[src/hdl/udp_rx_defines.svh]
`ifndef UDP_RX_DEFINES_SVH
`define UDP_RX_DEFINES_SVH

// stream geometry
`define UDP_RX_DATA_W        64
`define UDP_RX_KEEP_W        8

// header beats, counted from the first beat of a frame
`define UDP_RX_BEAT_ETH      0       // dst mac, src mac high half
`define UDP_RX_BEAT_ETH_IP   1       // src mac low half, version/ihl
`define UDP_RX_BEAT_IP       2       // length, id, fragment, ttl, protocol
`define UDP_RX_BEAT_IP_ADDR  3       // header checksum, src ip, dst ip high
`define UDP_RX_BEAT_UDP      4       // dst ip low, udp ports, udp length
`define UDP_RX_PAYLOAD_BEAT  5       // payload begins at byte 2 of this beat

// buffer depths
`define UDP_RX_FRAME_DEPTH   512     // beats
`define UDP_RX_HDR_DEPTH     16      // frames

`endif

[src/hdl/stream_pkg.sv]
`default_nettype none

`include "udp_rx_defines.svh"

package stream_pkg;

   typedef logic [`UDP_RX_DATA_W-1:0] beat_data_t;
   typedef logic [`UDP_RX_KEEP_W-1:0] beat_keep_t;
   typedef logic [7:0] beat_index_t;                           // saturating
   typedef logic [$clog2(`UDP_RX_FRAME_DEPTH):0] frame_ptr_t;  // msb is wrap bit

endpackage

`default_nettype wire

[src/hdl/payload_aligner.sv]
`timescale 1ns/1ps
`default_nettype none

`include "udp_rx_defines.svh"

module payload_aligner (
   input  wire                         clk,
   input  wire                         reset,
   input  wire stream_pkg::beat_data_t rx_tdata,
   input  wire stream_pkg::beat_keep_t rx_tkeep,
   input  wire                         rx_tvalid,
   input  wire                         rx_tlast,
   input  wire                         rx_tuser,
   output stream_pkg::beat_data_t      pay_tdata,
   output stream_pkg::beat_keep_t      pay_tkeep,
   output logic                        pay_tvalid,
   output logic                        pay_tlast,
   output logic                        pay_tuser
);

   stream_pkg::beat_index_t          beat_cnt;
   logic [`UDP_RX_DATA_W-17:0]       prev_data;    // upper six bytes of last beat
   logic [`UDP_RX_KEEP_W-3:0]        prev_keep;
   logic                             user_seen;
   logic                             user_any;
   logic                             join_beat;
   logic                             extra;
   logic                             carry_pending;
   logic                             carry_user;

   assign user_any  = user_seen | rx_tuser;
   assign join_beat = rx_tvalid && (beat_cnt > `UDP_RX_PAYLOAD_BEAT);
   // more than two bytes left in the last beat, so one more beat follows
   assign extra = rx_tvalid && rx_tlast && rx_tkeep[2] && (beat_cnt >= `UDP_RX_PAYLOAD_BEAT);

   always_ff @(posedge clk) begin
      if (reset) begin
         beat_cnt      <= '0;
         user_seen     <= 1'b0;
         carry_pending <= 1'b0;
         pay_tvalid    <= 1'b0;
      end else begin
         if (rx_tvalid) begin
            if (rx_tlast)
               beat_cnt <= '0;
            else if (beat_cnt != '1)
               beat_cnt <= beat_cnt + 1'b1;
            user_seen <= rx_tlast ? 1'b0 : user_any;
         end
         carry_pending <= extra;
         pay_tvalid    <= join_beat || carry_pending;
      end
   end

   // ******************************************************************
   // two byte shift, one output register
   // ******************************************************************
   always_ff @(posedge clk) begin
      if (rx_tvalid) begin
         prev_data <= rx_tdata[`UDP_RX_DATA_W-1:16];
         prev_keep <= rx_tkeep[`UDP_RX_KEEP_W-1:2];
      end
      if (extra)
         carry_user <= user_any;
      if (carry_pending) begin                    // trailing beat
         pay_tdata <= {16'h0000, prev_data};
         pay_tkeep <= {2'b00, prev_keep};
         pay_tlast <= 1'b1;
         pay_tuser <= carry_user;
      end else if (join_beat) begin
         pay_tdata <= {rx_tdata[15:0], prev_data};
         pay_tkeep <= {rx_tkeep[1:0], prev_keep};
         pay_tlast <= rx_tlast && !rx_tkeep[2];
         pay_tuser <= user_any;
      end
   end

endmodule

`default_nettype wire

[config.mk]
export PLATFORM = sky130hd
export DESIGN_NAME = payload_aligner
export DESIGN_NICKNAME = d
export VERILOG_FILES = /design/src/hdl/stream_pkg.sv /design/src/hdl/payload_aligner.sv
export VERILOG_INCLUDE_DIRS = /design/src /design/src/hdl
export SDC_FILE = /design/constraint.sdc
export NUM_CORES = 1
export LEC_CHECK = 0
export BUFFER_PORTS_ARGS = -buffer_cell sky130_fd_sc_hd__buf_2
export CORE_ASPECT_RATIO = 0.7
export CORE_MARGIN = 8
export CORE_UTILIZATION = 49
export CTS_CLUSTER_DIAMETER = 50
export DETAILED_ROUTE_END_ITERATION = 7
export PLACE_DENSITY = 0.79
export SYNTH_ARGS = -nofsm -noshare
export SYNTH_HDL_FRONTEND = slang
export SYNTH_SLANG_ARGS = --single-unit
[constraint.sdc]
create_clock -name clk -period 4 [get_ports clk]
set_clock_uncertainty 0.2 [all_clocks]
set_input_delay 0 -clock clk [delete_from_list [all_inputs] [get_ports clk]]
set_output_delay 0 -clock clk [all_outputs]
set_load 0.1 [all_outputs]
# After elaboration in Yosys (flattened, before gate mapping)
# Index checks and enable logic that the tools add are counted.
# word_totals
reg_bits	140
latchBits	0
ram_bits	0
mem_bits_ro	0
inputBits	77
mem_count	0
# op_classes
addsub	1
n_mul	0
div	0
magnitude_cmp	2
eq_ne	1
n_shift	0
n_mux	9
bitwise	1
reduce_logical	10
# ops
cell	count
2-to-1 mux 48 bit	2
2-to-1 mux 8 bit	2
2-to-1 mux 6 bit	2
adder 8 x 1 -> 8 bit, second input constant	1
>= comparator 8 x 3 -> 1 bit, second input constant	1
> comparator 8 x 3 -> 1 bit, second input constant	1
inequality test 8 bit, second input constant	1
logical AND 1 bit	5
nonzero test 2 bit	2
2-to-1 mux 1 bit	3
AND reduction 2 bit	1
logical NOT 1 bit	1
logical OR 1 bit	1
bitwise OR 1 bit	1

# Depth between registers and ports, before layout
# logic_depth
ltp_word	4
ltp_mapped	8
mapped_depth_nobuf	6

# Worst setup path before layout
# Ideal clock, no wire load.
# synth_timing
path_kind	register to register
from	reg beat_cnt[3]
to	reg pay_tdata[0] (enable)
setup_ps	638
arrival_time_ps	2204
required_ps	3162
slack_ps	958
path_stages_with_launch	5
period_less_slack_ps	3042
path_cell_list	dfxtp_1 > buf_6 > or4_4 > o31ai_4 > nand2b_1
# synth_between
elab_chain_len	3
# synth_lines
item	line	rtl
from (decl)	payload_aligner.sv:21	stream_pkg::beat_index_t beat_cnt;
from (signal assigned)	payload_aligner.sv:47	beat_cnt <= beat_cnt + 1'b1;
> comparator 8 x 3 -> 1 bit (no line)	-	
logical AND 1 bit	payload_aligner.sv:32	assign join_beat = rx_tvalid && (beat_cnt > `UDP_RX_PAYLOAD_BEAT);
nonzero test 2 bit (no line)	-	
to (signal assigned)	payload_aligner.sv:66	pay_tdata <= {16'h0000, prev_data};
to (signal assigned)	payload_aligner.sv:71	pay_tdata <= {rx_tdata[15:0], prev_data};
to (decl)	payload_aligner.sv:14	output stream_pkg::beat_data_t pay_tdata,
# Every way passes these cells.
# A chain may end at the register's enable or synchronous reset.

# Final worst setup path
# layout_timing
from	reg beat_cnt[1]
to	reg beat_cnt[1]
# layout_between
elab_chain_len	3
word_cells_on_any_way	6
classes_between	add/sub: 1; eq/ne: 1; mux: 2; reduce/logical: 2
# layout_lines
item	line
adder 8 x 1 -> 8 bit / inequality test 8 bit (equally long branches)	payload_aligner.sv:47, payload_aligner.sv:46
2-to-1 mux 8 bit / nonzero test 2 bit (equally long branches)	-
2-to-1 mux 8 bit / AND reduction 2 bit (equally long branches)	-
# Several ways; a longest one is shown, not always the timed one. The select of a mux whose other input is x is not followed.

==> results.md <==
| Result | Reported | Unit |
|:---|:---|:---|
| Distinct cell type count after synthesis | 36 | - |
| Endpoint arrival time on the critical path | 3.03 | ns |
| CTS H-tree depth | 4 | - |
| Worst min-delay path class | primary input to flop | - |
| Count of flip-flops with a built-in enable after synthesis | 110 | - |
| Clock sink total | 140 | - |
| Number of buffers inserted for hold repair after clock tree synthesis | 79 | - |
| Average routed wire per standard cell | 17.7 | microns |
| Die height | 97.0 | microns |
| Worst-path clk slew | 0.06 | ns |
| Worst ir drop on vdd | 401 | uV |
| Vias in the first global route | 3320 | - |
| Final core utilization | 76.1 | % |
| Port-buffer cells | 151 | - |
| Reg2Reg Launch Point | beat_cnt[1]$_SDFFE_PP0P_ | - |
| Largest area contributor in the netlist | sky130_fd_sc_hd__edfxtp_1 | - |
| Worst stage delay on the critical path | 0.91 | ns |
| Global-route wire length before repair | 17600 | microns |
| Share of the yosys chip area belonging to registers | 85.0 | % |
| Number of nets with antenna violations after routing | 0 | - |
| Buffers from clock root to sink, at most | 2 | - |
| Total gr overflow | 0 | - |
| Total placed cells including tap cells | 532 | - |
| Critical-path cell list | ha_1 -> nand4_1 -> o21ai_0 -> or3b_2 -> a21oi_1 -> dlygate4sd3_1 | - |
| Maximum capacitance violations | 0 | - |
| Die boundary width | 132 | microns |
| Worst path required time | 4.09 | ns |
| Worst setup startpoint | beat_cnt[1]$_SDFFE_PP0P_ | - |
| Worst setup path endpoint | beat_cnt[1]$_SDFFE_PP0P_ | - |
| Syn_area_per_cell | 17.3 | sq um |
| DRC viols | 0 | - |
| Number of buffers and inverters on the critical path | 1 | - |
| Fmax | 0.340 | GHz |
| Detailed router's first-iteration violation count | 172 | - |
| Synth area leaders | sky130_fd_sc_hd__edfxtp_1 72%, sky130_fd_sc_hd__dfxtp_1 13%, sky130_fd_sc_hd__nand2_1 3.2%, sky130_fd_sc_hd__a21oi_1 2.6%, sky130_fd_sc_hd__ha_1 0.82% | - |
| Core Rows | 29 | - |
| Reg2Reg Depth | 6 | - |
| Most frequent cell after synthesis | sky130_fd_sc_hd__edfxtp_1 | - |
| Minimum hold slack | 0.0989 | ns |
| Overall routing resource usage | 18.0 | % |
| Number of buffers added by the clock tree synthesis step | 17 | - |
| Initial antenna violation count | 0 | - |
| Cell family with most CP delay | compound AO/OA/AOI/OAI gates | - |
| Core area | 9070 | sq um |
| Final instance count without filler cells | 643 | - |
| Buffers inserted by post-CTS timing repair | 0 | - |
| Clock Tree Root | sky130_fd_sc_hd__clkbuf_16 | - |
| Syn Inst Count | 265 | - |
| Most instantiated flip-flop cell in the synthesis netlist | sky130_fd_sc_hd__edfxtp_1 | - |
| Nets in the synthesized netlist | 345 | - |
| Startpoint kind of the worst setup timing path | flop | - |
| Maximum number of pins on one net before global-route repair | 47 | - |
| Overall power of the completed layout | 3600 | uW |
| Proportion of synthesized flip-flops having asynchronous set or reset | 0 | % |
| Share of post-route cells with drive strength above 1 | 36.6 | % |
| Fin. Hold Viols | 0 | - |
| Measured slew at the worst slew-check pin | 1.11 | ns |
| Slew margin rel. | 25.5 | % |
| Unrepaired setup endpoints after global routing | false | - |
| Logic depth of the worst path, buffers included | 6 | - |
| Worst setup EP type | flop | - |
| Worst reg-to-reg setup slack | 1.06 | ns |
| Clock tree from TritonCTS | done | - |
| Drt pass-1 iters | 4 | - |
| Slew Limit Fails | 0 | - |
| Die Area | 12800 | sq um |
| Ant diodes | 0 | - |
| Yosys synthesis warning count | 0 | - |
| Number of top-level pins | 152 | - |
| Number of instances resized during post-cts repair | 0 | - |
| PD cells | 522 | nW/um^2 |
| End of the worst register-to-register path | beat_cnt[1]$_SDFFE_PP0P_ | - |
| Outcome | complete, no violations | - |
| Synth-to-Final Area Change | 50.2 | % |
| Final Routed Wirelength | 11400 | microns |
| Initial Util | 50.6 | % |
| Sum Neg Setup Slack | 0 | ns |
| Crit Path Category | flop to flop | - |
| Vias per std cell | 4.77 | - |
| Most instantiated cells after synthesis | 110 x sky130_fd_sc_hd__edfxtp_1, 39 x sky130_fd_sc_hd__nand2_1, 30 x sky130_fd_sc_hd__dfxtp_1 | - |
| Maximum fanout along the worst path | 11 | - |
| Combined area of all synthesized cells | 4590 | sq um |
| Final nets | 586 | - |
| Slowest cell on crit path | sky130_fd_sc_hd__o21ai_0 | - |
| Total leakage power | 0.00275 | uW |
| Top cell type's share of synthesized area | 71.9 | % |
| Routability Congestion | 0.808 | - |
| Count of vias placed by the detailed router | 3065 | - |
| Yosys reg bits | 140 | - |
| Setup-failing EPs final | 0 | - |
| Post-detail-place hpwl | 6610 | microns |
| Share of the clock period used by the worst path after layout | 73.4 | % |
| Insertion delay of the later-clocked pin in the worst-skew pair | 0.41 | ns |
| Final critical delay including setup and external delays | 2.94 | ns |
## cell usage in the layout, fill, tap and decap left out, types with 3 or more instances in the layout
cell	synthesis	layout
sky130_fd_sc_hd__buf_2	4	151
sky130_fd_sc_hd__nor2b_1	3	3
sky130_fd_sc_hd__nand2_1	39	39
sky130_fd_sc_hd__clkbuf_1	5	3
sky130_fd_sc_hd__a21oi_1	24	24
sky130_fd_sc_hd__clkinvlp_4	0	3
sky130_fd_sc_hd__or4_1	3	3
sky130_fd_sc_hd__ha_1	3	3
sky130_fd_sc_hd__edfxtp_1	110	110
sky130_fd_sc_hd__nor2_1	7	7
sky130_fd_sc_hd__o21ai_0	4	4
sky130_fd_sc_hd__dlygate4sd3_1	0	79
sky130_fd_sc_hd__bufinv_16	0	4
sky130_fd_sc_hd__inv_1	3	3
sky130_fd_sc_hd__dfxtp_1	30	30
sky130_fd_sc_hd__clkbuf_16	0	17
sky130_fd_sc_hd__nand3_1	3	3
## routing by layer
layer  routed length (microns)  part of all wire [%]  global-route usage [%]
met1                      4560                    40                    19.6
met2                      5830                    51                    30.9
met3                       964                   8.5                    7.39
met4                        47                  0.41                    6.60
met5                         0                     0                       0
## sequential cells by signal, summed over array words and instances, names as in the netlist, 6 cells and up
| register | count |
|---|---|
| pay_tdata | 64 |
| prev_data | 48 |
| beat_cnt | 8 |
| prev_keep | 6 |
| pay_tkeep | 8 |
## power breakdown
group	switching, uW	internal, uW	total [uW]
sequential	23.0	1640	1660
combinational	188	103	291
clock	565	1080	1640
total	776	2820	3600
## how the worst min path moves through the flow
stage | depth (start not counted) | from | end
after floorplan | 1 | reset | beat_cnt[1]$_SDFFE_PP0P_
after global placement | 1 | rx_tdata[33] | prev_data[17]$_DFFE_PP_
after detailed placement | 1 | rx_tdata[39] | prev_data[23]$_DFFE_PP_
after CTS | 2 | rx_tdata[26] | prev_data[10]$_DFFE_PP_
after global routing | 2 | rx_tdata[57] | prev_data[41]$_DFFE_PP_
final | 2 | rx_tdata[63] | prev_data[47]$_DFFE_PP_
## final cells by class
class / instances / area [sq um]
Sequential cell: 140 / 3900
Clock inverter: 10 / 165
Multi-Input combinational cell: 111 / 621
Tap cell: 124 / 155
Fill cell: 554 / 2170
Clock buffer: 22 / 464
Inverter: 3 / 11.3
Timing Repair Buffer: 233 / 1580
## logic make-up after synthesis
kind of cell / after synthesis / share of synthesized area [%]
muxes: 1 / 0.245
and+or+nand+nor: 66 / 6.81
AOI/OAI and AO/OA: 39 / 5.20
xor gates and xnor gates: 2 / 0.381
adders and majority gates: 3 / 0.817
DFF: 140 / 85.0
buffers and inverters: 14 / 1.58
## through the flow
step | instance area (sq um) | setup slack (ns)
after floorplan | 4590 | 0.958
after global placement | 5480 | 1.33
after detailed placement | 5480 | 1.28
after CTS | 6900 | 1.10
after global routing | 6900 | 0.893
final | 6900 | 1.06
No activity file was read; power rests on OpenSTA's default activity.
