[config.mk]
export PLATFORM = sky130hd
export DESIGN_NAME = fwft_fifo
export DESIGN_NICKNAME = d
export VERILOG_FILES = /design/src/hdl/fwft_fifo.sv
export SDC_FILE = /design/constraint.sdc
export NUM_CORES = 1
export LEC_CHECK = 0
export ABC_CLOCK_PERIOD_IN_PS = 4000
export BUFFER_PORTS_ARGS = -buffer_cell sky130_fd_sc_hd__buf_2
export CORE_MARGIN = 2
export CORE_UTILIZATION = 55
export CTS_CLUSTER_DIAMETER = 50
export DETAILED_ROUTE_END_ITERATION = 12
export PLACE_DENSITY = 0.74
export SYNTH_ARGS = -nofsm -noshare
export SYNTH_HDL_FRONTEND = slang
export SYNTH_SLANG_ARGS = --single-unit
[constraint.sdc]
create_clock -name clk -period 4 [get_ports clk]
set_input_delay 0.6 -clock clk [delete_from_list [all_inputs] [get_ports clk]]
set_output_delay 0.6 -clock clk [all_outputs]
set_load 0.01 [all_outputs]
[src/hdl/fwft_fifo.sv]
`timescale 1ns/1ps
`default_nettype none

module fwft_fifo #(
   parameter type item_t = logic [7:0],
   parameter int  depth  = 16
) (
   input  wire        clk,
   input  wire        reset,
   input  wire        wr,
   input  wire item_t din,
   input  wire        rd,
   output item_t      dout,
   output logic       full,
   output logic       empty
);

   localparam int aw = $clog2(depth);

   item_t       mem [depth];
   logic [aw:0] wr_ptr;
   logic [aw:0] rd_ptr;

   assign dout  = mem[rd_ptr[aw-1:0]];          // head visible without a read
   assign empty = (wr_ptr == rd_ptr);
   assign full  = (wr_ptr[aw] != rd_ptr[aw]) && (wr_ptr[aw-1:0] == rd_ptr[aw-1:0]);

   always_ff @(posedge clk) begin
      if (wr)
         mem[wr_ptr[aw-1:0]] <= din;
   end

   always_ff @(posedge clk) begin
      if (reset) begin
         wr_ptr <= '0;
         rd_ptr <= '0;
      end else begin
         if (wr)
            wr_ptr <= wr_ptr + 1'b1;
         if (rd)
            rd_ptr <= rd_ptr + 1'b1;
      end
   end

   // producer and consumer are expected to track the fill level themselves
   a_no_write_full: assert property (@(posedge clk) disable iff (reset) !(wr && full));
   a_no_read_empty: assert property (@(posedge clk) disable iff (reset) !(rd && empty));

endmodule

`default_nettype wire

**After elaboration in Yosys (flattened, before gate mapping)**

Memory sizes are Yosys's and may differ from the RTL's. A register that Yosys moved wholly into a read port is not among the register bits.
Index checks and enable logic that the tools add are counted.
Widths: inputs -> output; s select.

- Add/subtract/negate cells: 2
- Multipliers: 0
- Div/mod/pow operators: 0
- $lt $le $gt $ge: 0
- Equal/unequal tests: 3
- Shift operators: 0
- Muxes and demuxes: 4
- Bitwise operators: 0
- Reduce and logical (&&, ||, !) cells: 1

Operators by type and width:

| operator | count |
|---|---|
| $add 5x1->5 const B | 2 |
| $mux 4 | 2 |
| $eq 5x5->1 | 1 |
| $eq 4x4->1 | 1 |
| $mux 1 | 2 |
| $logic_and 1x1->1 | 1 |
| $ne 1x1->1 | 1 |

- Bits in registers: 10
- Bits in latches: 0
- Memory bits (writable): 128
- Memory bits (read-only): 0
- Input port bits: 12
- Output and inout port bits: 10
- Logic and storage cells: 13
- Memories kept: 1

Memories:

| memory | words | bits a word | rd ports | clocked after Yosys merged registers in | wr ports | RTL line | source |
|---|---|---|---|---|---|---|---|
| mem | 16 | 8 | 1 | 1 | 1 | 20 | `item_t mem [depth];` |

**Logic depth before layout (Yosys ltp)**

Gate-level depths: netlist of run 1.

- Depth in word-level cells: 3
- Gate-level depth with buffers: 5
- Mapped depth without buffers: 4

**Least setup slack after synthesis of run 1**

OpenSTA, ideal clock, no wires.

- Path type: reg2out
- From: reg (tool-made name)
- To: out dout[5] in the netlist's numbering
- Arrival: 1396 ps
- Data required time: 3400 ps
- Setup slack: 2004 ps
- Cell stages (with the launch flop): 6
- Path buffers: 2
- Cells stage by stage: dfxtp_1 buf_6 buf_6 mux4_1 a22oi_1 nand2_1

RTL lines:

| what | RTL line | source |
|---|---|---|
| end: declaration | 13 | `output item_t dout,` |

==> results.sh, run 1 <==
export IMPL_status="finished clean"
export IMPL_synth_cells=279
export IMPL_layout_drive_gt1_share_pct=23.4
export IMPL_fin_crit_ns=3.22
export IMPL_synth_largest_area_cell="edfxtp_1"
export IMPL_critPathBufInv=2
export IMPL_cts_max_level=4
export IMPL_grt_pass1_wl_um=15700
export IMPL_track_usage_pct=20.1
export IMPL_wire_per_inst_um=22.2
export IMPL_syn_num_nets=296
export IMPL_grt_overflow_total=0
export IMPL_yosysUniqueCellTypes=24
export IMPL_wl_um=10100
export IMPL_die_w_um=105
export IMPL_drc=0
export IMPL_clock_root_buffer="clkbuf_8"
export IMPL_hp_class="input pin to flop"
export IMPL_grt_max_degree=33
export IMPL_cts_resized_gates=0
export IMPL_antenna_cells=0
export IMPL_drtPass1Iterations=7
export IMPL_slew_limit_headroom_pct=50.4
export IMPL_core_sq_um=9820
export IMPL_worst_path_max_delay_cell="dfxtp_2"
export IMPL_crit_type="flop to output port"
export IMPL_port_buffers=21
export IMPL_synth_area_sq_um=5590
export IMPL_vdd_ir_drop_max_uv=317
export IMPL_drv_cap=0
export IMPL_tns_ns=0
export IMPL_dieArea_sq_um=11000
export IMPL_place_congestion=0.752
export IMPL_postCtsSetupBuffers=0
export IMPL_antenna_left=0
export IMPL_drt_iter0_markers=168
export IMPL_grt_pass1_vias=2822
export IMPL_cts_tree="done"
export IMPL_cp_start_kind="flop"
export IMPL_rsz0062_at_grt="false"
export IMPL_final_cell_mix="edfxtp_1, buf_2, mux4_2"
export IMPL_start_util_pct=57.0
export IMPL_yosysTopAreaCellShare_pct=68.7
export IMPL_die_y_um=105
export IMPL_arrival_ns=2.62
export IMPL_rows=36
export IMPL_total_leakage_power_nw=2.18
export IMPL_hold_viol=0
export IMPL_cp_max_fo=18
export IMPL_yosys_warnings=0
export IMPL_worstPathRequired_ns=3.40
export IMPL_clockBufferDepth=2
export IMPL_finalMaxSlewViolations=0
export IMPL_synth_area_leaders="edfxtp_1, mux4_2, mux4_1"
export IMPL_final_common_cell="edfxtp_1"
export IMPL_cpLargestDelayFamily="flip-flops"
export IMPL_max_stage_delay_ns=0.71
export IMPL_area_delta_synth_final_pct=15.2
export IMPL_numCtsBuffers=17
export IMPL_cp_end_kind="output port"
export IMPL_design_area_sq_um=6450
export IMPL_final_period_utilization_pct=80.6
export IMPL_dp_hpwl_um=6110
export IMPL_worstSkewPairLatency_ns=0.52
export IMPL_synth_seq_cells=142
export IMPL_ios=22
export IMPL_finalSetupViolCount=0
export IMPL_via_per_inst=5.83
export IMPL_synth_area_per_cell_sq_um=20.1
export IMPL_max_freq_mhz=310
export IMPL_critical_path_cell_chain="buf_4 -> mux4_1 -> a22oi_1 -> nand2_1 -> buf_2"
export IMPL_final_nets=325
export IMPL_placed_cell_area_sq_um=5790
export IMPL_worst_pin_slew_ns=0.741
export IMPL_num_vias=2645
export IMPL_hold_buffers=0
export IMPL_path_clk_slew_ns=0.06
export IMPL_worst_clock_skew_ns=0.0125
export IMPL_grt_antenna_before_repair=0
export IMPL_ys_seq_area_share_pct=73.7
export IMPL_powerDensity_nw_per_um2=554
export IMPL_clock_sinks=142
export IMPL_utilization_pct=65.6
## cell type report
cell class,count,area [sq um]
Sequential cell,142,4130
Fill cell,672,3370
Multi-Input combinational cell,120,1360
Clock buffer,17,414
Clock inverter,15,244
Tap cell,133,166
Timing Repair Buffer,24,128
Inverter,3,11.3
## Yosys cell counts
cell type	number
xnor2_1	6
and3b_1	1
and2b_1	1
nand4_1	5
ha_1	5
edfxtp_1	128
inv_1	3
nor3b_1	1
and2_1	16
dfxtp_1	14
nand2_1	11
nor2_1	14
mux4_2	18
clkbuf_1	4
clkdlybuf4s25_2	3
buf_2	3
and3_1	1
mux4_1	14
mux2i_1	2
buf_6	3
nor2b_1	2
xor2_1	7
buf_4	1
a22oi_1	16
## registers in the layout (all words and copies together) (netlist names), named ones only
name	count
mem	128
rd_ptr	5
wr_ptr	5
## worst register-to-register path, delay by kind of cell (launching register included)
| kind | cells | cell delay, ns |
|---|---|---|
| adders and majority gates | 1 | 0.29 |
| buffers and inverters | 1 | 0.36 |
| DFF | 1 | 0.47 |
| and+or+nand+nor | 1 | 0.17 |
## cells by family (layout without fill, tap and decap cells)
| logic type | Yosys count | in the layout | share of synthesized area, % |
|---|---|---|---|
| buf+inv | 17 | 59 | 2.01 |
| fa+ha+maj | 5 | 5 | 1.12 |
| compound gates | 16 | 16 | 2.15 |
| flops | 142 | 142 | 73.7 |
| mux | 34 | 34 | 14.2 |
| xor+xnor | 13 | 13 | 2.04 |
| simple gates | 52 | 52 | 4.79 |
## final timing paths
kind	cells after the start	startpoint	slack (ns)	endpoint
worst min register to register	2	wr_ptr[4]	0.54	wr_ptr[4]
worst max-delay path	5	flop	0.78	dout[3]
worst min-delay path	2	reset	0.38	wr_ptr[0]
worst max register to register	3	wr_ptr[0]	2.36	mem[15][0]
## through the flow
stage	setup slack (ns)	cells	hold WS (ns)	power [mW]
after floorplan	2.00	279	0.498	1.83
after global placement	1.28	422	0.516	1.89
after detailed placement	1.25	422	0.519	1.89
after CTS	0.688	454	0.367	3.61
after global routing	0.560	454	0.391	3.69
final	0.776	454	0.381	3.57
## power breakdown
part | total [mW] | internal (mW) | switching (mW)
registers | 1.66 | 1.64 | 0.0204
clock network | 1.71 | 1.14 | 0.577
logic | 0.201 | 0.0967 | 0.104
total | 3.57 | 2.87 | 0.702
## metal layers
layer | GRT usage [%] | part of all wire [%] | vias to the layer above
met2 | 33.2 | 52 | 85
met3 | 5.18 | 5.2 | 6
met1 | 25.7 | 42 | 1368
li1 | - | - | 1186
met4 | 8.19 | 0.79 | 0
met5 | 0 | 0 | -
Note: power is estimated with default switching activity, not from simulation.
==> run 2: changes to the inputs <==
Settings changed: ABC_AREA from default to 1, ABC_CLOCK_PERIOD_IN_PS 4000 to 2850, PLACE_DENSITY 0.74 to 0.77.
Clock period 4 ns to 2.85 ns, I/O delays scaled along.
==> run 2 against run 1 <==
Effect of this change:
- clock power increased by 28%
- wire length increased by 31%
- largest power group is now sequential cells
- global-route usage increased by 3.8 points
- highest routed layer unchanged
- sequential share of layout area decreased by 4.4 points
- register-to-register slack got worse by 1.5 ns
- flip-flop and latch count unchanged
- combinational power increased by 65%
- core utilization decreased by 2.1 points
- non-clock buffer count increased by 3
==> results.sh, run 2 <==
export IMPL_num_vias=4214
export IMPL_clock_sinks=142
export IMPL_worstPathRequired_ns=2.42
export IMPL_layout_drive_gt1_share_pct=9.55
export IMPL_yosys_warnings=0
export IMPL_place_congestion=0.828
export IMPL_via_per_inst=5.41
export IMPL_r2r_start="wr_ptr[0]"
export IMPL_crit_type="flop to output port"
export IMPL_cts_max_level=4
export IMPL_worstSkewPairLatency_ns=0.53
export IMPL_vdd_ir_drop_max_uv=361
export IMPL_die_w_um=110
export IMPL_synth_area_per_cell_sq_um=10.2
export IMPL_syn_num_nets=622
export IMPL_final_period_utilization_pct=90.9
export IMPL_synth_area_sq_um=6170
export IMPL_clockBufferDepth=2
export IMPL_ios=22
export IMPL_hold_start="reset"
export IMPL_synth_edf_count=128
export IMPL_arrival_ns=2.16
export IMPL_grt_pass1_vias=4051
export IMPL_synth_common_cells="nand2_1, edfxtp_1, inv_1"
export IMPL_cp_max_fo=31
export IMPL_powerDensity_nw_per_um2=700
export IMPL_wl_um=13200
export IMPL_rows=38
export IMPL_ys_seq_area_share_pct=66.9
export IMPL_antenna_left=0
export IMPL_synth_largest_area_cell="edfxtp_1"
export IMPL_track_usage_pct=24.0
export IMPL_area_delta_synth_final_pct=12.2
export IMPL_postCtsSetupBuffers=0
export IMPL_grt_max_degree=33
export IMPL_tns_ns=0
export IMPL_whs_path_depth=2
export IMPL_synthArstFlopShare_pct=0
export IMPL_synth_flop_cell="edfxtp_1"
export IMPL_fin_crit_ns=2.59
export IMPL_numCtsBuffers=17
export IMPL_cp_start_kind="flop"
export IMPL_utilization_pct=63.5
export IMPL_cp_end_kind="output port"
export IMPL_reg2regPathDepth=3
export IMPL_max_freq_mhz=386
export IMPL_cts_resized_gates=0
export IMPL_fillerInstances=818
export IMPL_port_buffers=21
export IMPL_final_nets=643
export IMPL_die_y_um=110
export IMPL_rsz0062_at_grt="false"
export IMPL_final_cell_mix="nand2_1, edfxtp_1, inv_1"
export IMPL_total_leakage_power_nw=2.93
export IMPL_largest_reg_flops=128
export IMPL_grt_pass1_wl_um=20800
export IMPL_finalSetupViolCount=0
export IMPL_yosysUniqueCellTypes=19
export IMPL_wire_per_inst_um=16.9
export IMPL_core_sq_um=10900
export IMPL_hold_viol=0
export IMPL_clock_root_buffer="clkbuf_8"
export IMPL_hold_buffers=0
export IMPL_drv_cap=0
export IMPL_finalMaxSlewViolations=0
export IMPL_synth_seq_cells=142
export IMPL_drt_iter0_markers=609
export IMPL_synth_most_common_cell="nand2_1"
export IMPL_worst_pin_slew_ns=1.07
export IMPL_cts_tree="done"
export IMPL_hp_class="input pin to flop"
export IMPL_drtPass1Iterations=7
export IMPL_grt_antenna_before_repair=0
export IMPL_status="finished clean"
export IMPL_slew_limit_headroom_pct=28.4
export IMPL_synth_area_leaders="edfxtp_1, nand2_1, nand3_1"
export IMPL_dieArea_sq_um=12100
export IMPL_drc=0
export IMPL_yosysTopAreaCellShare_pct=62.3
export IMPL_dp_hpwl_um=7930
export IMPL_worst_clock_skew_ns=0.00625
export IMPL_grt_overflow_total=0
export IMPL_final_common_cell="nand2_1"
export IMPL_start_util_pct=56.6
export IMPL_path_clk_slew_ns=0.06
export IMPL_antenna_cells=0
export IMPL_synth_cells=605
-- run 2: logic make-up (layout without fill, tap and decap cells) --
group                      count (synthesis)  in the layout  share of synthesized area [%]
buffers and inverters                    133            167                           9.31
DFF                                      142            142                           66.9
xor gates and xnor gates                   7              7                          0.994
adders and majority gates                  5              5                           1.01
and+or+nand+nor                          303            303                           20.5
AOI/OAI and AO/OA                         15             15                           1.30
-- run 2: power breakdown --
group | internal (mW) | switching [mW]
clock | 1.36 | 0.835
sequential | 2.30 | 0.0189
combinational | 0.0993 | 0.233
total | 3.75 | 1.09
-- run 2: final timing paths --
path / to / slack [ns]
setup reg to reg: mem[15][7] / 0.81
hold / removal: wr_ptr[1] / 0.15
hold reg to reg: wr_ptr[4] / 0.49
setup / recovery: dout[7] / 0.26
-- run 2: metal layers --
layer	global-route usage (%)	wire, um
met1	31.4	5500
met2	38.2	6490
met3	6.16	908
met4	9.95	288
met5	0	0
-- run 2: layout make-up --
cell class / instances / area [sq um] / share of cell area (%)
repair buffers: 27 / 150 / 2.17
clock inverters: 13 / 164 / 2.37
inverters: 108 / 405 / 5.86
well taps: 140 / 175 / 2.53
flip-flops and latches: 142 / 4130 / 59.6
clock buffers: 19 / 432 / 6.24
multi-input cells: 330 / 1470 / 21.2
-- run 2: through the flow --
stage	std cells	power, mW	setup WS (ns)	cell area (sq um)	hold slack, ns
3_5_place_dp	747	2.69	0.813	6320	0.490
5_1_grt	779	4.99	0.0974	6920	0.143
2_1_floorplan	605	2.58	1.33	6170	0.447
6_report	779	4.84	0.260	6920	0.151
3_3_place_gp	747	2.67	0.864	6320	0.469
4_1_cts	779	4.86	0.264	6920	0.137
-- run 2: worst max-delay path, cell delays in order (launching register included) --
cell     delay, ns
dfxtp_2       0.55
buf_4         0.39
nand2_1       0.08
nand2_1       0.09
nand2_1       0.05
nand3_1       0.10
nand3_1       0.14
nand2_1       0.10
buf_2         0.13
