**src/hdl/udp_rx_defines.svh**
```systemverilog
`ifndef UDP_RX_DEFINES_SVH
`define UDP_RX_DEFINES_SVH

// stream geometry
`define UDP_RX_DATA_W        64
`define UDP_RX_KEEP_W        8

// header beats, counted from the first beat of a frame
`define UDP_RX_BEAT_ETH      0       // dst mac, src mac high half
`define UDP_RX_BEAT_ETH_IP   1       // src mac low half, version/ihl
`define UDP_RX_BEAT_IP       2       // length, id, fragment, ttl, protocol
`define UDP_RX_BEAT_IP_ADDR  3       // header checksum, src ip, dst ip high
`define UDP_RX_BEAT_UDP      4       // dst ip low, udp ports, udp length
`define UDP_RX_PAYLOAD_BEAT  5       // payload begins at byte 2 of this beat

// buffer depths
`define UDP_RX_FRAME_DEPTH   512     // beats
`define UDP_RX_HDR_DEPTH     16      // frames

`endif

```
**src/hdl/net_hdr_pkg.sv**
```systemverilog
`default_nettype none

package net_hdr_pkg;

   // protocol fields, held in network order (first byte on the wire is the msb)
   typedef logic [47:0] mac_addr_t;
   typedef logic [31:0] ip_addr_t;
   typedef logic [15:0] udp_port_t;
   typedef logic [15:0] csum_t;         // ones' complement word

   // per frame sender details, 112 bits
   typedef struct packed {
      mac_addr_t src_mac;
      ip_addr_t  src_ip;
      udp_port_t src_udp;
      udp_port_t dst_udp;
   } sender_info_t;

endpackage

`default_nettype wire

```
**src/hdl/stream_pkg.sv**
```systemverilog
`default_nettype none

`include "udp_rx_defines.svh"

package stream_pkg;

   typedef logic [`UDP_RX_DATA_W-1:0] beat_data_t;
   typedef logic [`UDP_RX_KEEP_W-1:0] beat_keep_t;
   typedef logic [7:0] beat_index_t;                           // saturating
   typedef logic [$clog2(`UDP_RX_FRAME_DEPTH):0] frame_ptr_t;  // msb is wrap bit

endpackage

`default_nettype wire

```
**src/hdl/ip_checksum.sv**
```systemverilog
`timescale 1ns/1ps
`default_nettype none

module ip_checksum (
   input  wire                         clk,
   input  wire                         reset,
   input  wire                         start,
   input  wire stream_pkg::beat_data_t halfwords,
   input  wire [3:0]                   lane_en,
   input  wire                         add,
   output logic                        csum_ok
);

   net_hdr_pkg::csum_t sum;
   net_hdr_pkg::csum_t folded;
   logic [18:0]        total;                 // running sum plus four lanes
   logic [16:0]        fold1;

   // byte swapped lanes still fold to all ones on a good header
   always_comb begin
      total = {3'b000, sum};
      for (int i = 0; i < 4; i++) begin
         if (lane_en[i])
            total = total + {3'b000, halfwords[16*i +: 16]};
      end
      fold1  = {1'b0, total[15:0]} + {14'b0, total[18:16]};
      folded = fold1[15:0] + {15'b0, fold1[16]};   // end-around carry
   end

   always_ff @(posedge clk) begin
      if (reset || start)
         sum <= '0;
      else if (add)
         sum <= folded;
   end

   assign csum_ok = (sum == 16'hffff);

   // the parser starts a header on beat 0 and adds only on later beats
   a_no_add_on_start: assert property (@(posedge clk) disable iff (reset) !(start && add));

endmodule

`default_nettype wire

```
**src/hdl/header_parser.sv**
```systemverilog
`timescale 1ns/1ps
`default_nettype none

`include "udp_rx_defines.svh"

module header_parser (
   input  wire                           clk,
   input  wire                           reset,
   input  wire stream_pkg::beat_data_t   rx_tdata,
   input  wire                           rx_tvalid,
   input  wire                           rx_tlast,
   input  wire net_hdr_pkg::mac_addr_t   cfg_mac,
   input  wire net_hdr_pkg::ip_addr_t    cfg_ip,
   output logic                          hdr_ok,
   output net_hdr_pkg::sender_info_t     sender_info
);

   stream_pkg::beat_index_t beat_cnt;
   net_hdr_pkg::mac_addr_t  dst_mac;
   net_hdr_pkg::mac_addr_t  src_mac;
   net_hdr_pkg::ip_addr_t   src_ip;
   net_hdr_pkg::ip_addr_t   dst_ip;
   net_hdr_pkg::udp_port_t  src_udp;
   net_hdr_pkg::udp_port_t  dst_udp;
   logic [3:0]              lane_en;
   logic                    csum_start;
   logic                    csum_add;
   logic                    csum_ok;

   // lane bytes to field value, byte 0 is the msb on the wire
   function automatic logic [15:0] swap16(input logic [15:0] hw);
      return {hw[7:0], hw[15:8]};
   endfunction

   always_ff @(posedge clk) begin
      if (reset) begin
         beat_cnt <= '0;
      end else if (rx_tvalid) begin
         if (rx_tlast)
            beat_cnt <= '0;
         else if (beat_cnt != '1)
            beat_cnt <= beat_cnt + 1'b1;        // holds at 255 on jumbo frames
      end
   end

   // ******************************************************************
   // field capture from fixed beat and lane positions
   // ******************************************************************
   always_ff @(posedge clk) begin
      if (rx_tvalid) begin
         case (beat_cnt)
            `UDP_RX_BEAT_ETH: begin
               dst_mac <= {swap16(rx_tdata[15:0]), swap16(rx_tdata[31:16]),
                           swap16(rx_tdata[47:32])};
               src_mac[47:32] <= swap16(rx_tdata[63:48]);
            end
            `UDP_RX_BEAT_ETH_IP: begin
               src_mac[31:0] <= {swap16(rx_tdata[15:0]), swap16(rx_tdata[31:16])};
            end
            `UDP_RX_BEAT_IP_ADDR: begin
               src_ip <= {swap16(rx_tdata[31:16]), swap16(rx_tdata[47:32])};
               dst_ip[31:16] <= swap16(rx_tdata[63:48]);
            end
            `UDP_RX_BEAT_UDP: begin
               dst_ip[15:0] <= swap16(rx_tdata[15:0]);
               src_udp <= swap16(rx_tdata[31:16]);
               dst_udp <= swap16(rx_tdata[47:32]);
            end
            default: ;
         endcase
      end
   end

   // ip header halfwords, bytes 14 to 33 of the frame
   always_comb begin
      case (beat_cnt)
         `UDP_RX_BEAT_ETH_IP:                  lane_en = 4'b1000;
         `UDP_RX_BEAT_IP, `UDP_RX_BEAT_IP_ADDR: lane_en = 4'b1111;
         `UDP_RX_BEAT_UDP:                     lane_en = 4'b0001;
         default:                              lane_en = 4'b0000;
      endcase
   end

   assign csum_start = rx_tvalid && (beat_cnt == `UDP_RX_BEAT_ETH);
   assign csum_add   = rx_tvalid && (lane_en != 4'b0000);

   ip_checksum ip_checksum0 (
      .clk       (clk),
      .reset     (reset),
      .start     (csum_start),
      .halfwords (rx_tdata),
      .lane_en   (lane_en),
      .add       (csum_add),
      .csum_ok   (csum_ok)
   );

   // verdict and sender details, held until the next last beat
   always_ff @(posedge clk) begin
      if (reset)
         hdr_ok <= 1'b0;
      else if (rx_tvalid && rx_tlast)
         hdr_ok <= (dst_mac == cfg_mac) && (dst_ip == cfg_ip) && csum_ok &&
                   (beat_cnt >= `UDP_RX_PAYLOAD_BEAT);
   end

   always_ff @(posedge clk) begin
      if (rx_tvalid && rx_tlast) begin
         sender_info.src_mac <= src_mac;
         sender_info.src_ip  <= src_ip;
         sender_info.src_udp <= src_udp;
         sender_info.dst_udp <= dst_udp;
      end
   end

endmodule

`default_nettype wire

```
**config.mk**
```make
export PLATFORM = sky130hd
export DESIGN_NAME = header_parser
export DESIGN_NICKNAME = d
export VERILOG_FILES = /design/src/hdl/net_hdr_pkg.sv /design/src/hdl/stream_pkg.sv /design/src/hdl/ip_checksum.sv /design/src/hdl/header_parser.sv
export VERILOG_INCLUDE_DIRS = /design/src /design/src/hdl
export SDC_FILE = /design/constraint.sdc
export NUM_CORES = 1
export LEC_CHECK = 0
export BUFFER_PORTS_ARGS = -buffer_cell sky130_fd_sc_hd__buf_2
export CAP_MARGIN = 20
export CORE_UTILIZATION = 50
export DETAILED_ROUTE_END_ITERATION = 6
export GPL_TIMING_DRIVEN = 0
export PLACE_DENSITY = 0.76
export SETUP_SLACK_MARGIN = 0.4
export SYNTH_ARGS = -nofsm -noshare
export SYNTH_HDL_FRONTEND = slang
export SYNTH_SLANG_ARGS = --single-unit
```
**constraint.sdc**
```tcl
create_clock -name clk -period 17 [get_ports clk]
set_input_delay 2.55 -clock clk [delete_from_list [all_inputs] [get_ports clk]]
set_output_delay 2.55 -clock clk [all_outputs]
set_load 0.02 [all_outputs]
```
Word level (Yosys, flattened, before mapping)
Index checks and enable logic that the tools add are counted.

Memories kept: 0. Output and inout port bits: 113. Register bits: 329. Input bits: 148. RAM bits: 0. Logic and storage cells: 54. ROM bits: 0. Bits in latches: 0.

Div/mod/pow operators: 0. Add/subtract/negate cells: 7. Eq/ne operators: 8. Bitwise operators: 0. Shifts and indexed selects: 0. Multiply operators: 0. Reduce and logical (&&, ||, !) cells: 16. Mux-type cells: 7. Order comparisons: 1.

Operators with widths (count): $mux 19 (4); $add 19x16->19 (3); $eq 48x48->1 (1); $eq 32x32->1 (1); $add 16x16->17 (1); $add 16x3->17 (1); $add 16x1->16 (1); $eq 16x16->1 const B (1); $eq 8x2->1 const B (2); $mux 8 (2); $pmux 4 s3 (1); $reduce_and 2->1 (5); $add 8x1->8 const B (1); $eq 8x1->1 const B (1); $eq 8x3->1 const B (1); $ge 8x3->1 const B (1); $logic_not 8->1 (1); $ne 8x8->1 const B (1); $logic_and 1x1->1 (6); $reduce_bool 4->1 (1); $reduce_bool 2->1 (1); $reduce_or 2->1 (1); $logic_or 1x1->1 (1).

Longest topological paths before layout
Depth in word-level cells: 12. Mapped depth: 51. Gate-level depth less buffers: 48.

Cells and area by module
From an unflattened synthesis, not the netlist that was laid out.

Cell total of the unflattened synthesis: 1330. Area total of the unflattened synthesis: 16826.1 sq um.

Modules (own cells, without submodules): header_parser (area each 10611.4 sq um, cells each 486, instances 1, sequential area each 9308.9 sq um); ip_checksum (area each 6214.7 sq um, cells each 844, instances 1, sequential area each 320.3 sq um).

Least setup slack after synthesis
No wires, ideal clock.

Path kind: in2reg. Start point: input port rx_tdata[0]. End point: register ip_checksum0.sum[14]. Data arrival time: 11.034 ns. Setup time: 0.079 ns. Setup slack: 5.887 ns. Cell stages on the path: 47. Buffers on the path: 1. Required time: 16.921 ns. Path through: ha_1 inv_1 fa_1 nor2b_1 o2111ai_1 and3b_1 o31ai_1 ha_1 a21oi_1 o21ai_0 and2_1 xor2_1 a21o_1 ha_1 a21oi_1 a21oi_1 a21o_1 a21oi_1 [11 not listed] xnor2_1 xnor2_1 nor2_1 fa_1 a21oi_1 a211oi_1 nor4b_2 nand2_1 nor3_1 ha_1 ha_1 nand2_1 or3_1 and4bb_1 and3_1 nand3_1 xor2_1 a211oi_2.

Longest elaborated chain between the ends: 10.

RTL lines: from (decl) (line header_parser.sv:9) `input wire stream_pkg::beat_data_t rx_tdata,`; $add 16x16->17 * (line ip_checksum.sv:24) `total = total + {3'b000, halfwords[16*i +: 16]};`; $mux 19 * (line ip_checksum.sv:23) `if (lane_en[i])`; $add 19x16->19 (line ip_checksum.sv:24); $mux 19 * (line ip_checksum.sv:23); $add 19x16->19 (line ip_checksum.sv:24); $mux 19 * (line ip_checksum.sv:23); $add 19x16->19 (line ip_checksum.sv:24); $mux 19 * (line ip_checksum.sv:23); $add 16x3->17 * (line ip_checksum.sv:26) `fold1 = {1'b0, total[15:0]} + {14'b0, total[18:16]};`; $add 16x1->16 * (line ip_checksum.sv:27) `folded = fold1[15:0] + {15'b0, fold1[16]};`; to (signal assigned) (line ip_checksum.sv:34) `sum <= folded;`; to (decl) (line ip_checksum.sv:14) `net_hdr_pkg::csum_t sum;`.

Every way passes the cells marked *; elsewhere a longest branch is shown, timed or not. A chain may end at the register's enable or synchronous reset.

Worst setup path after layout
Start point: input port rx_tdata[0]. End point: register ip_checksum0.sum[11].

Same word-level chain as after synthesis.

==> results.md <==
- CP Capture Type: register
- Number of buffers added for setup after CTS: 0
- Final #Nets: 1755
- Fin crit period: 12.70 ns
- Setup WS post-layout: 4.30 ns
- Slowest cell delay on critical path: 0.55 ns
- Initial antenna violation count: 3
- Max cap viols: 0
- RePlAce Congestion: 0.964
- Distinct cells, synth: 76
- Clock Path Buffers: 3
- Most common cell after layout, fill and taps aside: edfxtp_1
- RSZ-0062 raised after global routing: no
- Wirelength per Cell: 21.9 µm
- Compound-gate portion of the synthesized area: 12.1%
- Mapped Cells: 1229
- Synth area leader: edfxtp_1
- Slew Viols, Final: 0
- Final hold vios: 0
- Crit Path Class: input pin to register
- Vias in the first global route: 11053
- Starting Density: 51.1%
- Syn. warnings: 0
- Largest family of logic cells by synthesized area: compound AO/OA/AOI/OAI gates
- Die area: 32300 µm²
- Violated checks: DRC
- Xor-xnor portion of the synthesized cell area: 7.11%
- GR Overflow Total: 0
- Final wirelength: 42.6 mm
- Final setup violation count: 0
- Startpoint Class: input pin
- Vias per cell: 5.75
- Synth Area in Simple Gates: 10.3%
- Seq/Total Area, Yosys: 61.1%
- Clk_skew: 0.0257 ns
- Drt drc: 48
- Seq cells post-synth: 329
- Via Count: 11192
- Post-route ant nets: 0
- Clk Latency, worst-skew pair: 0.57 ns
- Commonest non-fill, non-tap cells in the layout: 304 x edfxtp_1, 262 x buf_2, 94 x xnor2_1
- Worst-Margin Slew: 1.04 ns
- Post-Synth Adder-Cell Area: 6.67%
- Ys async rst share: 0%
- Pre-CTS setup slack: 3.73 ns
- PortBufs: 259
- Area grow syn2layout: 18.3%
- Dpl hpwl: 32.4 mm
- H-tree Lvls: 1
- Lkg Pwr: 7.23 nW
- Clock-pin transition on the worst setup and hold timing paths: 0.06 ns
- Ports: 261
- Pre-antenna DRT Iters: 7
- Critical path arrival: 13.18 ns
- Peak supply drop: 0.0000640 V
- Fmax: 78.8 MHz
- Largest net degree at the start of global routing: 64
- Multiplexer share of the synthesized area: 0.849%
- Fin crit share: 74.7%
- Layout cells sized above 1: 22.0%
- Crit-path most repeated cell: a21oi_1
- Hold_buf cts: 0
- Relative max-transition margin: 29.4%
- Fin Setup TNS: 0 ns
- Syn_nets: 1458
- Power per standard cell area: 95.3 nW/µm²
- Mapped Area: 15800 µm²
- CTS tree: done
- CTS resizes: 0
- Total core area: 30800 µm²
- Crit Path Max Fanout: 9
- Die W: 180 µm
- Area contributors post-synth: edfxtp_1 58%, ha_1 6.0%, xnor2_1 5.2%, dfxtp_1 3.2%, a21oi_1 2.4%
- CTS buffer count: 31
- Syn_area_per_cell: 12.8 µm²
- # clock sinks: 329
- Main synth FF type: edfxtp_1
- DR iter-0 viols: 1108
- Status: finished with violations
- Hold WC Path Type: register to register
- Yosys top cell area share: 57.9%
- DIE HEIGHT: 180 µm
- Critical-path top delay cell: mux2i_1
- Total GRT Usage: 26.3%
- Critical Path RT: 17.48 ns
- Clock root cell: clkbuf_16
- Post-synth EDFFs: 304
- First-pass GRT wire length: 64.5 mm
- Num rows: 64
metrics by stage:
stage               std cells  area, µm²  hold slack [ns]  total power, mW  util [%]
finish                   1948      18700            0.417             1.78      60.5
global route             1946      18600            0.422             1.83      60.5
CTS                      1945      18600            0.419             1.78      60.5
detailed placement       1888      17700            0.405             1.13      57.3
global placement         1884      17600            0.400             1.12      57.0
floorplan                1229      15800            0.400             1.05         -
kinds of logic after synthesis:
| family | Yosys count |
|---|---|
| AND/OR/NAND/NOR | 312 |
| XOR/XNOR | 128 |
| buffers and inverters | 81 |
| multiplexers | 13 |
| AO/OA/AOI/OAI | 285 |
| adder cells (fa/ha/maj) | 81 |
| flip-flops | 329 |
sequential cells by signal, indices dropped and copies added (netlist names):
| name | cells |
|---|---|
| src_ip | 32 |
| ip_checksum0.sum | 16 |
| dst_udp | 16 |
| beat_cnt | 8 |
| dst_ip | 32 |
| hdr_ok | 1 |
| dst_mac | 48 |
| sender_info | 112 |
| src_mac | 48 |
| src_udp | 16 |
report_power, final:
group	internal (mW)	leakage [nW]	switching (mW)
clock network	0.378	0.483	0.287
logic	0.0727	3.72	0.124
registers	0.907	3.02	0.00822
total	1.36	7.23	0.419
final timing paths:
kind / from / to / slack, ns / cells past startpoint
max: rx_tdata[0] / ip_checksum0.sum[11] / 4.30 / 50
min: src_mac[42] / sender_info[106] / 0.42 / 0
max reg2reg: beat_cnt[3] / ip_checksum0.sum[11] / 5.06 / 48
min reg2reg: src_mac[42] / sender_info[106] / 0.42 / 0
worst max-delay path: cells and delay by family:
family                   cells  cell delay [ns]
AND/OR/NAND/NOR             12             2.76
buffers and inverters        5             0.90
multiplexers                 1             0.55
XOR/XNOR                     6             0.92
adder cells (fa/ha/maj)      7             2.06
AO/OA/AOI/OAI               19             3.43
layout make-up:
| cell class | count | area [µm²] |
|---|---|---|
| antenna | 2 | 5.00 |
| buffer | 24 | 93.8 |
| clock buffer | 36 | 795 |
| clock inverter | 21 | 178 |
| fill | 2424 | 12200 |
| inverter | 57 | 214 |
| multi-input combinational | 819 | 5840 |
| sequential | 329 | 9630 |
| tap | 396 | 495 |
| timing repair buffer | 264 | 1400 |
cells in the mapped netlist (all sizes together) (5+ instances only):
cell type / n
edfxtp: 304
xnor2: 94
nand2: 78
a21oi: 77
ha: 76
nor2: 58
inv: 57
o21ai: 56
xor2: 34
a21o: 26
dfxtp: 25
nand3: 25
nor3: 24
nand4: 23
clkbuf: 20
a211oi: 17
nand2b: 14
nor4: 14
and3: 13
or2: 13
o21a: 12
and2: 11
o31ai: 11
mux2i: 10
a31oi: 9
nor2b: 9
o21bai: 9
o22ai: 9
o211ai: 6
o2bb2ai: 6
a221oi: 5
fa: 5
nor3b: 5
or3: 5
per-layer routing:
layer  vias up  global-route usage, %  share of wire [%]
met5         -                      0              0.066
met4         4                   10.1                3.9
met3        83                   4.03                6.5
met2       438                   44.2                 48
met1      5407                   34.5                 42
li1       5260                      -                  -
(Power assumes the default switching activity.)
